`src/design/ex_pkg.sv`:
```
package ex_pkg;

  // Data word and register index
  typedef logic [31:0] word_t;
  typedef logic [4:0]  reg_addr_t;

  // Operator set, ALU ops first, then multiply and branch compares
  typedef enum logic [4:0] {
    ADD, SUB, AND, OR, XOR,
    SLL, SRL, SRA,
    SLT, SLTU,
    MUL, MULH, MULHU,
    BEQ, BNE, BLT, BGE
  } op_e;

  // Decoded instruction as presented to the issue register
  typedef struct packed {
    op_e       op;
    reg_addr_t rd;
    reg_addr_t rs1;
    reg_addr_t rs2;
    word_t     imm;       // Operand b when use_imm, branch target otherwise
    logic      use_imm;
  } instr_t;

  // ID/EX pipeline register
  typedef struct packed {
    logic      valid;
    op_e       op;
    reg_addr_t rd;
    word_t     operand_a;
    word_t     operand_b;
    word_t     target;
    logic      alu_en;
    logic      mult_en;
    logic      branch_in_ex;
    logic      rf_we;
  } id_ex_pipe_t;

  // EX/WB pipeline register
  typedef struct packed {
    logic      rf_we;
    reg_addr_t rf_waddr;
    word_t     rf_wdata;
  } ex_wb_pipe_t;

  // One forwarding source back to issue
  typedef struct packed {
    logic      we;
    reg_addr_t waddr;
    word_t     wdata;
  } fwd_t;

endpackage

```
`src/design/ex_alu.sv`:
```
`timescale 1ns/10ps

module ex_alu
(
  input  logic          enable_i,
  input  ex_pkg::op_e   operator_i,
  input  ex_pkg::word_t operand_a_i,
  input  ex_pkg::word_t operand_b_i,
  output ex_pkg::word_t result_o,
  output logic          comparison_result_o
);
  import ex_pkg::*;

  logic       is_sub;
  word_t      adder_b;
  word_t      adder_result;
  logic [4:0] shamt;
  logic       is_equal;
  logic       lt_signed;
  logic       lt_unsigned;

  //////////////////////////////////////////////////
  // Shared adder
  //////////////////////////////////////////////////

  // Subtract as a + ~b + 1
  assign is_sub       = (operator_i == SUB);
  assign adder_b      = is_sub ? ~operand_b_i : operand_b_i;
  assign adder_result = operand_a_i + adder_b + word_t'(is_sub);

  // Shift amount is the low 5 bits of b
  assign shamt = operand_b_i[4:0];

  // Comparators, shared by SLT and the branches
  assign is_equal    = (operand_a_i == operand_b_i);
  assign lt_signed   = ($signed(operand_a_i) < $signed(operand_b_i));
  assign lt_unsigned = (operand_a_i < operand_b_i);

  //////////////////////////////////////////////////
  // Result mux
  //////////////////////////////////////////////////

  always_comb
  begin
    result_o = '0;
    // Idle ALU keeps its outputs quiet
    if (enable_i)
    begin
      case (operator_i)
        ADD, SUB: result_o = adder_result;
        AND:      result_o = operand_a_i & operand_b_i;
        OR:       result_o = operand_a_i | operand_b_i;
        XOR:      result_o = operand_a_i ^ operand_b_i;
        SLL:      result_o = operand_a_i << shamt;
        SRL:      result_o = operand_a_i >> shamt;
        SRA:      result_o = $signed(operand_a_i) >>> shamt;
        SLT:      result_o = word_t'(lt_signed);
        SLTU:     result_o = word_t'(lt_unsigned);
        default:  result_o = '0;
      endcase
    end
  end

  // Branch condition
  always_comb
  begin
    comparison_result_o = 1'b0;
    if (enable_i)
    begin
      case (operator_i)
        BEQ:     comparison_result_o = is_equal;
        BNE:     comparison_result_o = !is_equal;
        BLT:     comparison_result_o = lt_signed;
        BGE:     comparison_result_o = !lt_signed;
        default: comparison_result_o = 1'b0;
      endcase
    end
  end

endmodule

```
`src/design/ex_issue.sv`:
```
`timescale 1ns/10ps

module ex_issue
(
  input  logic              clk,
  input  logic              rst_n,

  // Instruction from the outside
  input  ex_pkg::instr_t    instr_i,
  input  logic              instr_valid_i,
  output logic              issue_ready_o,

  // Stall from EX
  input  logic              ex_ready_i,

  // Forwarding sources
  input  ex_pkg::fwd_t      fwd_ex_i,
  input  ex_pkg::fwd_t      fwd_wb_i,

  // Register file read ports
  output ex_pkg::reg_addr_t rf_raddr_a_o,
  output ex_pkg::reg_addr_t rf_raddr_b_o,
  input  ex_pkg::word_t     rf_rdata_a_i,
  input  ex_pkg::word_t     rf_rdata_b_i,

  output ex_pkg::id_ex_pipe_t id_ex_pipe_o
);
  import ex_pkg::*;

  logic        is_mult;
  logic        is_branch;
  word_t       rs1_data;
  word_t       rs2_data;
  id_ex_pipe_t id_ex_d;

  // EX result wins over WB, WB over the file, x0 never forwards
  function automatic word_t fwd_sel(reg_addr_t addr, word_t rf_data, fwd_t ex_src,
                                    fwd_t wb_src);
    if (addr == '0)
      return '0;
    if (ex_src.we && (ex_src.waddr == addr))
      return ex_src.wdata;
    if (wb_src.we && (wb_src.waddr == addr))
      return wb_src.wdata;
    return rf_data;
  endfunction

  // Issue is accepted whenever EX can take a new instruction
  assign issue_ready_o = ex_ready_i;

  // Register file is read in the issue cycle
  assign rf_raddr_a_o = instr_i.rs1;
  assign rf_raddr_b_o = instr_i.rs2;

  assign rs1_data = fwd_sel(instr_i.rs1, rf_rdata_a_i, fwd_ex_i, fwd_wb_i);
  assign rs2_data = fwd_sel(instr_i.rs2, rf_rdata_b_i, fwd_ex_i, fwd_wb_i);

  // Decode into unit enables and operands
  always_comb
  begin
    is_mult   = instr_i.op inside {MUL, MULH, MULHU};
    is_branch = instr_i.op inside {BEQ, BNE, BLT, BGE};

    id_ex_d.valid     = instr_valid_i;
    id_ex_d.op        = instr_i.op;
    id_ex_d.rd        = instr_i.rd;
    id_ex_d.operand_a = rs1_data;
    // Branches compare rs1 against rs2, imm is only the target
    id_ex_d.operand_b = (instr_i.use_imm && !is_branch) ? instr_i.imm : rs2_data;
    id_ex_d.target    = instr_i.imm;

    // Control bits only set for a real instruction
    id_ex_d.alu_en       = instr_valid_i && !is_mult && !is_branch;
    id_ex_d.mult_en      = instr_valid_i && is_mult;
    id_ex_d.branch_in_ex = instr_valid_i && is_branch;
    // Writes to x0 are dropped here
    id_ex_d.rf_we        = instr_valid_i && !is_branch && (instr_i.rd != '0);
  end

  // ID/EX register, holds while EX stalls
  always_ff @(posedge clk, negedge rst_n)
  begin : id_ex_register
    if (!rst_n)
      id_ex_pipe_o <= '0;
    else if (ex_ready_i)
      id_ex_pipe_o <= id_ex_d;
  end

endmodule

```
`src/design/ex_mult.sv`:
```
`timescale 1ns/10ps

module ex_mult
#(
  parameter int unsigned MultBitsPerCycle = 2
)
(
  input  logic          clk,
  input  logic          rst_n,
  input  logic          enable_i,
  input  ex_pkg::op_e   operator_i,
  input  ex_pkg::word_t op_a_i,
  input  ex_pkg::word_t op_b_i,
  input  logic          ex_ready_i,
  output ex_pkg::word_t result_o,
  output logic          ready_o
);
  import ex_pkg::*;

  // Iterations per multiply, first one done in the start cycle
  localparam int unsigned num_steps = 32 / MultBitsPerCycle;
  localparam int unsigned cnt_w     = $clog2(num_steps);

  typedef enum logic [1:0] {IDLE, BUSY, DONE} mult_state_e;

  mult_state_e                   state_q;
  logic [cnt_w-1:0]              cnt_q;
  logic                          signed_mode;
  logic                          neg_result;
  word_t                         mag_a;
  word_t                         mag_b;
  word_t                         step_hi;
  word_t                         step_lo;
  logic [31+MultBitsPerCycle:0]  partial;
  logic [31+MultBitsPerCycle:0]  sum;
  logic [63:0]                   prod_d;
  logic [63:0]                   prod_q;
  logic [63:0]                   product;

  // Only MULH needs signed operands, the low half does not care
  assign signed_mode = (operator_i == MULH);
  assign mag_a       = (signed_mode && op_a_i[31]) ? -op_a_i : op_a_i;
  assign mag_b       = (signed_mode && op_b_i[31]) ? -op_b_i : op_b_i;
  assign neg_result  = signed_mode && (op_a_i[31] ^ op_b_i[31]);

  // One shift-add step, {hi, lo} with the multiplier in lo
  always_comb
  begin
    if (state_q == IDLE)
    begin
      step_hi = '0;
      step_lo = mag_b;
    end
    else
    begin
      step_hi = prod_q[63:32];
      step_lo = prod_q[31:0];
    end
    partial = mag_a * step_lo[MultBitsPerCycle-1:0];
    sum     = partial + step_hi;
    prod_d  = {sum, step_lo[31:MultBitsPerCycle]};
  end

  always_ff @(posedge clk)
  begin
    if ((state_q == IDLE && enable_i) || state_q == BUSY)
      prod_q <= prod_d;
  end

  // Control FSM
  always_ff @(posedge clk, negedge rst_n)
  begin
    if (!rst_n)
    begin
      state_q <= IDLE;
      cnt_q   <= '0;
    end
    else
    begin
      case (state_q)
        IDLE:
        begin
          if (enable_i)
          begin
            state_q <= BUSY;
            cnt_q   <= cnt_w'(num_steps - 1);
          end
        end
        BUSY:
        begin
          cnt_q <= cnt_q - 1'b1;
          if (cnt_q == cnt_w'(1))
            state_q <= DONE;
        end
        // Hold the result until EX lets go
        DONE:
        begin
          if (ex_ready_i)
            state_q <= IDLE;
        end
        default: state_q <= IDLE;
      endcase
    end
  end

  // Sign fix on the full product
  assign product  = neg_result ? -prod_q : prod_q;
  assign result_o = (state_q == DONE) ? ((operator_i == MUL) ? product[31:0] : product[63:32])
                                      : '0;

  // Low from the start cycle until DONE
  assign ready_o = (state_q == DONE) || (state_q == IDLE && !enable_i);

endmodule

```
`src/design/ex_stage.sv`:
```
`timescale 1ns/10ps

module ex_stage
#(
  parameter int unsigned MultBitsPerCycle = 2
)
(
  input  logic                clk,
  input  logic                rst_n,

  // ID/EX register
  input  ex_pkg::id_ex_pipe_t id_ex_pipe_i,
  input  logic                wb_ready_i,

  // EX/WB register and forwarding to issue
  output ex_pkg::ex_wb_pipe_t ex_wb_pipe_o,
  output ex_pkg::fwd_t        fwd_ex_o,

  // Branch resolution
  output logic                branch_valid_o,
  output logic                branch_taken_o,
  output ex_pkg::word_t       branch_target_o,

  output logic                ex_ready_o,
  output logic                ex_valid_o
);
  import ex_pkg::*;

  word_t alu_result;
  word_t mult_result;
  word_t ex_wdata;
  logic  alu_cmp_result;
  logic  alu_enable;
  logic  mult_ready;

  // Branches use the ALU comparator only
  assign alu_enable = id_ex_pipe_i.alu_en || id_ex_pipe_i.branch_in_ex;

  //////////////////////////////////////////////////
  // Functional units
  //////////////////////////////////////////////////

  ex_alu alu_i
  (
    .enable_i            ( alu_enable             ),
    .operator_i          ( id_ex_pipe_i.op        ),
    .operand_a_i         ( id_ex_pipe_i.operand_a ),
    .operand_b_i         ( id_ex_pipe_i.operand_b ),
    .result_o            ( alu_result             ),
    .comparison_result_o ( alu_cmp_result         )
  );

  ex_mult
  #(
    .MultBitsPerCycle ( MultBitsPerCycle )
  )
  mult_i
  (
    .clk        ( clk                    ),
    .rst_n      ( rst_n                  ),
    .enable_i   ( id_ex_pipe_i.mult_en   ),
    .operator_i ( id_ex_pipe_i.op        ),
    .op_a_i     ( id_ex_pipe_i.operand_a ),
    .op_b_i     ( id_ex_pipe_i.operand_b ),
    .ex_ready_i ( ex_ready_o             ),
    .result_o   ( mult_result            ),
    .ready_o    ( mult_ready             )
  );

  // Write port mux and forwarding to issue
  always_comb
  begin
    ex_wdata       = id_ex_pipe_i.mult_en ? mult_result : alu_result;
    fwd_ex_o.we    = id_ex_pipe_i.valid && id_ex_pipe_i.rf_we;
    fwd_ex_o.waddr = id_ex_pipe_i.rd;
    fwd_ex_o.wdata = ex_wdata;
  end

  // Branch resolves in its single EX cycle
  assign branch_valid_o  = id_ex_pipe_i.branch_in_ex;
  assign branch_taken_o  = alu_cmp_result;
  assign branch_target_o = id_ex_pipe_i.target;

  // Branch never waits on WB
  assign ex_ready_o = (mult_ready && wb_ready_i) || id_ex_pipe_i.branch_in_ex;
  assign ex_valid_o = (id_ex_pipe_i.alu_en || id_ex_pipe_i.mult_en)
                      && mult_ready && wb_ready_i;

  //////////////////////////////////////////////////
  // EX/WB register
  //////////////////////////////////////////////////

  always_ff @(posedge clk, negedge rst_n)
  begin : ex_wb_register
    if (!rst_n)
      ex_wb_pipe_o <= '0;
    else if (ex_valid_o)
    begin
      ex_wb_pipe_o.rf_we    <= id_ex_pipe_i.rf_we;
      ex_wb_pipe_o.rf_waddr <= id_ex_pipe_i.rd;
      ex_wb_pipe_o.rf_wdata <= ex_wdata;
    end
    // Retired with nothing behind it, drop the write
    else if (wb_ready_i)
      ex_wb_pipe_o.rf_we <= 1'b0;
  end

endmodule

```
`src/design/ex_top.sv`:
```
`timescale 1ns/10ps

module ex_top
#(
  parameter int unsigned MultBitsPerCycle = 2
)
(
  input  logic              clk,
  input  logic              rst_n,

  // Issue side
  input  ex_pkg::instr_t    instr_i,
  input  logic              instr_valid_i,
  output logic              issue_ready_o,

  // Retire side
  input  logic              retire_ready_i,
  output logic              wb_valid_o,
  output ex_pkg::reg_addr_t wb_addr_o,
  output ex_pkg::word_t     wb_data_o,

  // Branch resolution
  output logic              branch_valid_o,
  output logic              branch_taken_o,
  output ex_pkg::word_t     branch_target_o
);
  import ex_pkg::*;

  id_ex_pipe_t id_ex_pipe;
  ex_wb_pipe_t ex_wb_pipe;
  fwd_t        fwd_ex;
  fwd_t        fwd_wb;
  reg_addr_t   rf_raddr_a;
  reg_addr_t   rf_raddr_b;
  word_t       rf_rdata_a;
  word_t       rf_rdata_b;
  logic        ex_ready;
  logic        wb_ready;

  ex_issue issue_i
  (
    .clk           ( clk           ),
    .rst_n         ( rst_n         ),
    .instr_i       ( instr_i       ),
    .instr_valid_i ( instr_valid_i ),
    .issue_ready_o ( issue_ready_o ),
    .ex_ready_i    ( ex_ready      ),
    .fwd_ex_i      ( fwd_ex        ),
    .fwd_wb_i      ( fwd_wb        ),
    .rf_raddr_a_o  ( rf_raddr_a    ),
    .rf_raddr_b_o  ( rf_raddr_b    ),
    .rf_rdata_a_i  ( rf_rdata_a    ),
    .rf_rdata_b_i  ( rf_rdata_b    ),
    .id_ex_pipe_o  ( id_ex_pipe    )
  );

  ex_stage
  #(
    .MultBitsPerCycle ( MultBitsPerCycle )
  )
  ex_stage_i
  (
    .clk             ( clk             ),
    .rst_n           ( rst_n           ),
    .id_ex_pipe_i    ( id_ex_pipe      ),
    .wb_ready_i      ( wb_ready        ),
    .ex_wb_pipe_o    ( ex_wb_pipe      ),
    .fwd_ex_o        ( fwd_ex          ),
    .branch_valid_o  ( branch_valid_o  ),
    .branch_taken_o  ( branch_taken_o  ),
    .branch_target_o ( branch_target_o ),
    .ex_ready_o      ( ex_ready        ),
    // Only used inside EX for the EX/WB load
    .ex_valid_o      (                 )
  );

  ex_wb_stage wb_stage_i
  (
    .clk            ( clk            ),
    .rst_n          ( rst_n          ),
    .ex_wb_pipe_i   ( ex_wb_pipe     ),
    .retire_ready_i ( retire_ready_i ),
    .wb_ready_o     ( wb_ready       ),
    .fwd_wb_o       ( fwd_wb         ),
    .rf_raddr_a_i   ( rf_raddr_a     ),
    .rf_raddr_b_i   ( rf_raddr_b     ),
    .rf_rdata_a_o   ( rf_rdata_a     ),
    .rf_rdata_b_o   ( rf_rdata_b     ),
    .wb_valid_o     ( wb_valid_o     ),
    .wb_addr_o      ( wb_addr_o      ),
    .wb_data_o      ( wb_data_o      )
  );

endmodule

```
`src/design/ex_wb_stage.sv`:
```
`timescale 1ns/10ps

module ex_wb_stage
(
  input  logic                clk,
  input  logic                rst_n,

  input  ex_pkg::ex_wb_pipe_t ex_wb_pipe_i,
  input  logic                retire_ready_i,
  output logic                wb_ready_o,

  // Forwarding to issue
  output ex_pkg::fwd_t        fwd_wb_o,

  // Register file read ports
  input  ex_pkg::reg_addr_t   rf_raddr_a_i,
  input  ex_pkg::reg_addr_t   rf_raddr_b_i,
  output ex_pkg::word_t       rf_rdata_a_o,
  output ex_pkg::word_t       rf_rdata_b_o,

  // Retire strobe
  output logic                wb_valid_o,
  output ex_pkg::reg_addr_t   wb_addr_o,
  output ex_pkg::word_t       wb_data_o
);
  import ex_pkg::*;

  // x1..x31, x0 has no storage
  word_t rf_q [1:31];
  logic  rf_write;

  // Commit when the outside accepts it
  assign rf_write = ex_wb_pipe_i.rf_we && retire_ready_i && (ex_wb_pipe_i.rf_waddr != '0);

  //////////////////////////////////////////////////
  // Register file
  //////////////////////////////////////////////////

  always_ff @(posedge clk, negedge rst_n)
  begin : reg_file
    if (!rst_n)
    begin
      for (int i = 1; i < 32; i++)
        rf_q[i] <= '0;
    end
    else if (rf_write)
      rf_q[ex_wb_pipe_i.rf_waddr] <= ex_wb_pipe_i.rf_wdata;
  end

  // x0 reads as zero
  assign rf_rdata_a_o = (rf_raddr_a_i == '0) ? '0 : rf_q[rf_raddr_a_i];
  assign rf_rdata_b_o = (rf_raddr_b_i == '0) ? '0 : rf_q[rf_raddr_b_i];

  // Pending write still counts as a source until it lands
  assign fwd_wb_o.we    = ex_wb_pipe_i.rf_we;
  assign fwd_wb_o.waddr = ex_wb_pipe_i.rf_waddr;
  assign fwd_wb_o.wdata = ex_wb_pipe_i.rf_wdata;

  // Blocked write stalls EX
  assign wb_ready_o = !ex_wb_pipe_i.rf_we || retire_ready_i;

  assign wb_valid_o = ex_wb_pipe_i.rf_we;
  assign wb_addr_o  = ex_wb_pipe_i.rf_waddr;
  assign wb_data_o  = ex_wb_pipe_i.rf_wdata;

endmodule

```
`config.mk`:
```
export PLATFORM = sky130hd
export DESIGN_NAME = ex_top
export DESIGN_NICKNAME = d
export VERILOG_FILES = /design/src/design/ex_pkg.sv /design/src/design/ex_alu.sv /design/src/design/ex_issue.sv /design/src/design/ex_mult.sv /design/src/design/ex_stage.sv /design/src/design/ex_top.sv /design/src/design/ex_wb_stage.sv
export SDC_FILE = /design/constraint.sdc
export NUM_CORES = 2
export LEC_CHECK = 0
export BUFFER_PORTS_ARGS = -buffer_cell sky130_fd_sc_hd__buf_2
export CAP_MARGIN = 20
export CORE_ASPECT_RATIO = 1.1
export CORE_UTILIZATION = 55
export DETAILED_ROUTE_END_ITERATION = 16
export HOLD_SLACK_MARGIN = 0.12
export PLACE_DENSITY = 0.82
export SYNTH_ARGS = -nofsm -noshare
export SYNTH_HDL_FRONTEND = slang
export SYNTH_SLANG_ARGS = --single-unit
```
`constraint.sdc`:
```
create_clock -name clk -period 8.4 [get_ports clk]
set_input_delay 1.26 -clock clk [delete_from_list [all_inputs] [get_ports clk]]
set_output_delay 1.26 -clock clk [all_outputs]
set_load 0.01 [all_outputs]
```
==> impl_metrics.csv <==
group,metric,value,unit
layout,nFillCells,10300,
sta,setup_tns,0,ns
sta,min_period,6.48,ns
global_route,grt_max_degree,173,
critical_path,reg2reg_setup_slack,1.92,ns
layout,final_common_cell,"dfrtp_1",
power_and_ir_drop,p_sw,9.13,mW
clock_network,holdBufCountCts,0,
critical_path,reg2reg_to,"ex_stage_i.mult_i.prod_q[62]",
die,rows,143,
synth,syn_area,76800,um2
sta,rsz0062_at_grt,"false",
power_and_ir_drop,switching_share,0.404,
sta,clock_skew,0.0496,ns
die,ioPinCount,130,
sta,hold_violations,0,
layout,seqCellArea,30600,um2
sta,maxSlewViolCount,0,
power_and_ir_drop,peakVddDrop,221,uV
placed_design,dp.cells,7758,
outcome,status,"finished, final reports clean",
placed_design,post-place-ws,2.04,ns
layout,area_growth,9.38,%
clock_network,htree_levels,4,
clock_network,numCtsBuffers,134,
drt,drt_iter0_markers,8325,
drt,wl_per_cell,35.8,um
min_path,hold_path_class,"in2async",
critical_path,cp-end-kind,"flip-flop",
layout,final_cell_mix,"dfrtp_1 (1143), mux2_2 (1115), mux4_2 (619)",
die,die_w,358,um
synth,synth-seq-cells,1211,
global_route,antenna_found_initial,11,
synth,seq_area_frac_synth,0.399,
critical_path,critical_path_class,"reg2reg",
critical_path,required,8.97,ns
critical_path,arrival,7.05,ns
clock_network,clock_path_buffers,3,
synth,ys.warnings.count,0,
clock_network,cts_resized,0,
global_route,grt_pass1_vias,59100,
power_and_ir_drop,cell_internal_pwr,13.5,mW
clock_network,clk_pin_slew_worst_paths,0.07,ns
global_route,overflow,0,
power_and_ir_drop,comb_power_share,0.363,
clock_network,clock_latency,0.82,ns
synth,syn_avg_cell_area,12.3,um2
clock_network,cts_root_buffer,"clkbuf_16",
synth,synth_edf_count,64,
critical_path,worstSetupEndpoint,"ex_stage_i.mult_i.prod_q[62]",
global_route,grt_pass1_wl,414,mm
flow_run,cap_violations,0,
synth,async_flop_share,0.947,
clock_network,clock_sinks,1211,
clock_network,post_cts_buffers,0,
power_and_ir_drop,clock_power_share,0.272,
synth,synth_nets,6492,
critical_path,crit_path_start_kind,"flip-flop",
die,die_y,394,um
drt,via_per_inst,7.33,
synth,synth_cell_type_count,83,
layout,final_nets,6351,
die,core,138000,um2
drt,ant_nets,0,
sta,min_period_over_period,0.772,
layout,stdcell_count,8006,
placed_design,hpwl,186,mm
layout,multi_input_area,43500,um2
sta,setup_violations,0,
layout,layout-drive-gt1-share,0.379,
drt,vias,58700,
sta,relSlewSlack,0.182,
drt,routed_wl,286,mm
synth,synthFlopType,"dfrtp_1",
sta,worst_pin_slew,1.21,ns
drt,drc,0,
global_route,grt_usage,0.407,
power_and_ir_drop,p_seq_frac,0.365,
critical_path,worst-path-max-fanout,29,
sta,whs,0.392,ns
power_and_ir_drop,powerDensity,269,nW/um2
power_and_ir_drop,p_leak,37.8,nW
placed_design,place.port_buffers,129,
clock_network,cts_tree,"yes",
sta,finalWorstSetupSlack,1.92,ns
critical_path,startpoint,"issue_i.id_ex_pipe_o[106]",
critical_path,reg2reg_from,"issue_i.id_ex_pipe_o[106]",
placed_design,place_congestion,1.08,
die,die_area,141000,um2
synth,synth_cells,6230,
critical_path,ff2ff_path_depth,17,
die,start_util,0.555,
sta,timing.fmax,0.154,GHz
drt,first_pass_iters,8,
## flip-flops by register name, indices dropped and copies added, names as in the netlist
register	count
ex_stage_i.mult_i.state_q	2
issue_i.id_ex_pipe_o	111
wb_stage_i.rf_q	992
ex_stage_i.mult_i.prod_q	64
ex_stage_i.mult_i.cnt_q	4
ex_stage_i.ex_wb_pipe_o	38
## worst min path at each step
| stage | end | cells past startpoint | slack [ns] | startpoint |
|---|---|---|---|---|
| 5_1_grt | wb_stage_i.rf_q[61] | 1 | 0.44 | rst_n |
| 3_3_place_gp | issue_i.id_ex_pipe_o[6] | 2 | 0.44 | issue_i.id_ex_pipe_o[6] |
| 3_5_place_dp | issue_i.id_ex_pipe_o[34] | 2 | 0.45 | issue_i.id_ex_pipe_o[34] |
| 6_report | wb_stage_i.rf_q[61] | 1 | 0.39 | rst_n |
| 4_1_cts | wb_stage_i.rf_q[29] | 1 | 0.40 | rst_n |
| 2_1_floorplan | issue_i.id_ex_pipe_o[10] | 2 | 0.44 | issue_i.id_ex_pipe_o[10] |
## power by group through the flow
stage / Combinational [mW] / Clock (mW) / Sequential [mW]
after floorplan: 5.27 / 0 / 7.71
after global placement: 7.75 / 0 / 8.19
after detailed placement: 7.83 / 0 / 8.27
after CTS: 7.88 / 6.18 / 8.20
after global routing: 8.57 / 6.41 / 8.32
final: 8.20 / 6.14 / 8.25
## Yosys cell counts (all sizes together) (21+ instances only)
| master | number | area [um2] |
|---|---|---|
| nand4 | 27 | 169 |
| a22o | 65 | 569 |
| nor3 | 64 | 320 |
| nor2b | 21 | 131 |
| a211oi | 29 | 218 |
| a221oi | 33 | 295 |
| a21oi | 215 | 1080 |
| nand2 | 491 | 1840 |
| nand3 | 57 | 285 |
| dfrtp | 1147 | 28700 |
| buf | 169 | 766 |
| ha | 172 | 2150 |
| nor2 | 310 | 1160 |
| nor4 | 32 | 200 |
| o22ai | 24 | 150 |
| fa | 33 | 661 |
| mux2i | 128 | 1280 |
| inv | 155 | 582 |
| a31oi | 52 | 325 |
| a21o | 44 | 330 |
| clkbuf | 425 | 1600 |
| edfxtp | 64 | 1920 |
| or4 | 23 | 176 |
| xor2 | 52 | 455 |
| o211ai | 43 | 323 |
| and2 | 21 | 131 |
| o221ai | 37 | 324 |
| o21ai | 173 | 866 |
| mux4 | 619 | 13900 |
| xnor2 | 130 | 1140 |
| mux2 | 1115 | 12600 |
## layout make-up
cell class | count | area share
repair buffers | 317 | 0.0284
diodes | 3 | 0.0000894
flip-flops and latches | 1211 | 0.365
clock inverters | 50 | 0.00788
inverters | 157 | 0.00703
multi-input cells | 4268 | 0.518
clock buffers | 188 | 0.0465
well taps | 1812 | 0.0270
## metrics by stage
step,utilization,instance area (um2),power [mW]
6_report,0.607,84000,22.6
5_1_grt,0.607,84000,23.3
4_1_cts,0.606,83800,22.3
3_5_place_dp,0.573,79300,16.1
3_3_place_gp,0.573,79200,15.9
2_1_floorplan,-,76800,13.0
## layer usage
metal	track usage	vias to the layer above	wire [um]
li1	-	23200	-
met3	0.116	1123	32700
met4	0.271	8	22200
met1	0.518	30200	103000
met2	0.603	4162	129000
met5	0	-	49
## cells by family (layout without fill, tap and decap cells)
kind of cell               count (synthesis)  in the layout  synth area share
buffers and inverters                    751            712            0.0384
DFF                                     1211           1211             0.399
and+or+nand+nor                         1126           1126            0.0648
muxes                                   1862           1862             0.362
other                                      0              3                 0
xor gates and xnor gates                 182            182            0.0208
AOI/OAI and AO/OA                        893            893            0.0786
adders and majority gates                205            205            0.0366
## worst max-delay path: stages (launching register included)
cell and delay (ns):
dfrtp_1 0.68, and2_1 0.40, nand2_1 0.20, nor2_1 0.58, a21oi_1 0.23, o21ai_2 0.85, nand2_1 0.17, fa_1 0.53
inv_1 0.04, ha_1 0.37, a211oi_1 0.22, o21ai_0 0.18, a2111oi_0 0.66, a211oi_1 0.23, nor2_1 0.21, a31oi_1 0.20
a311oi_1 0.36, xnor2_1 0.10
Note: power is estimated with default switching activity, not from simulation.
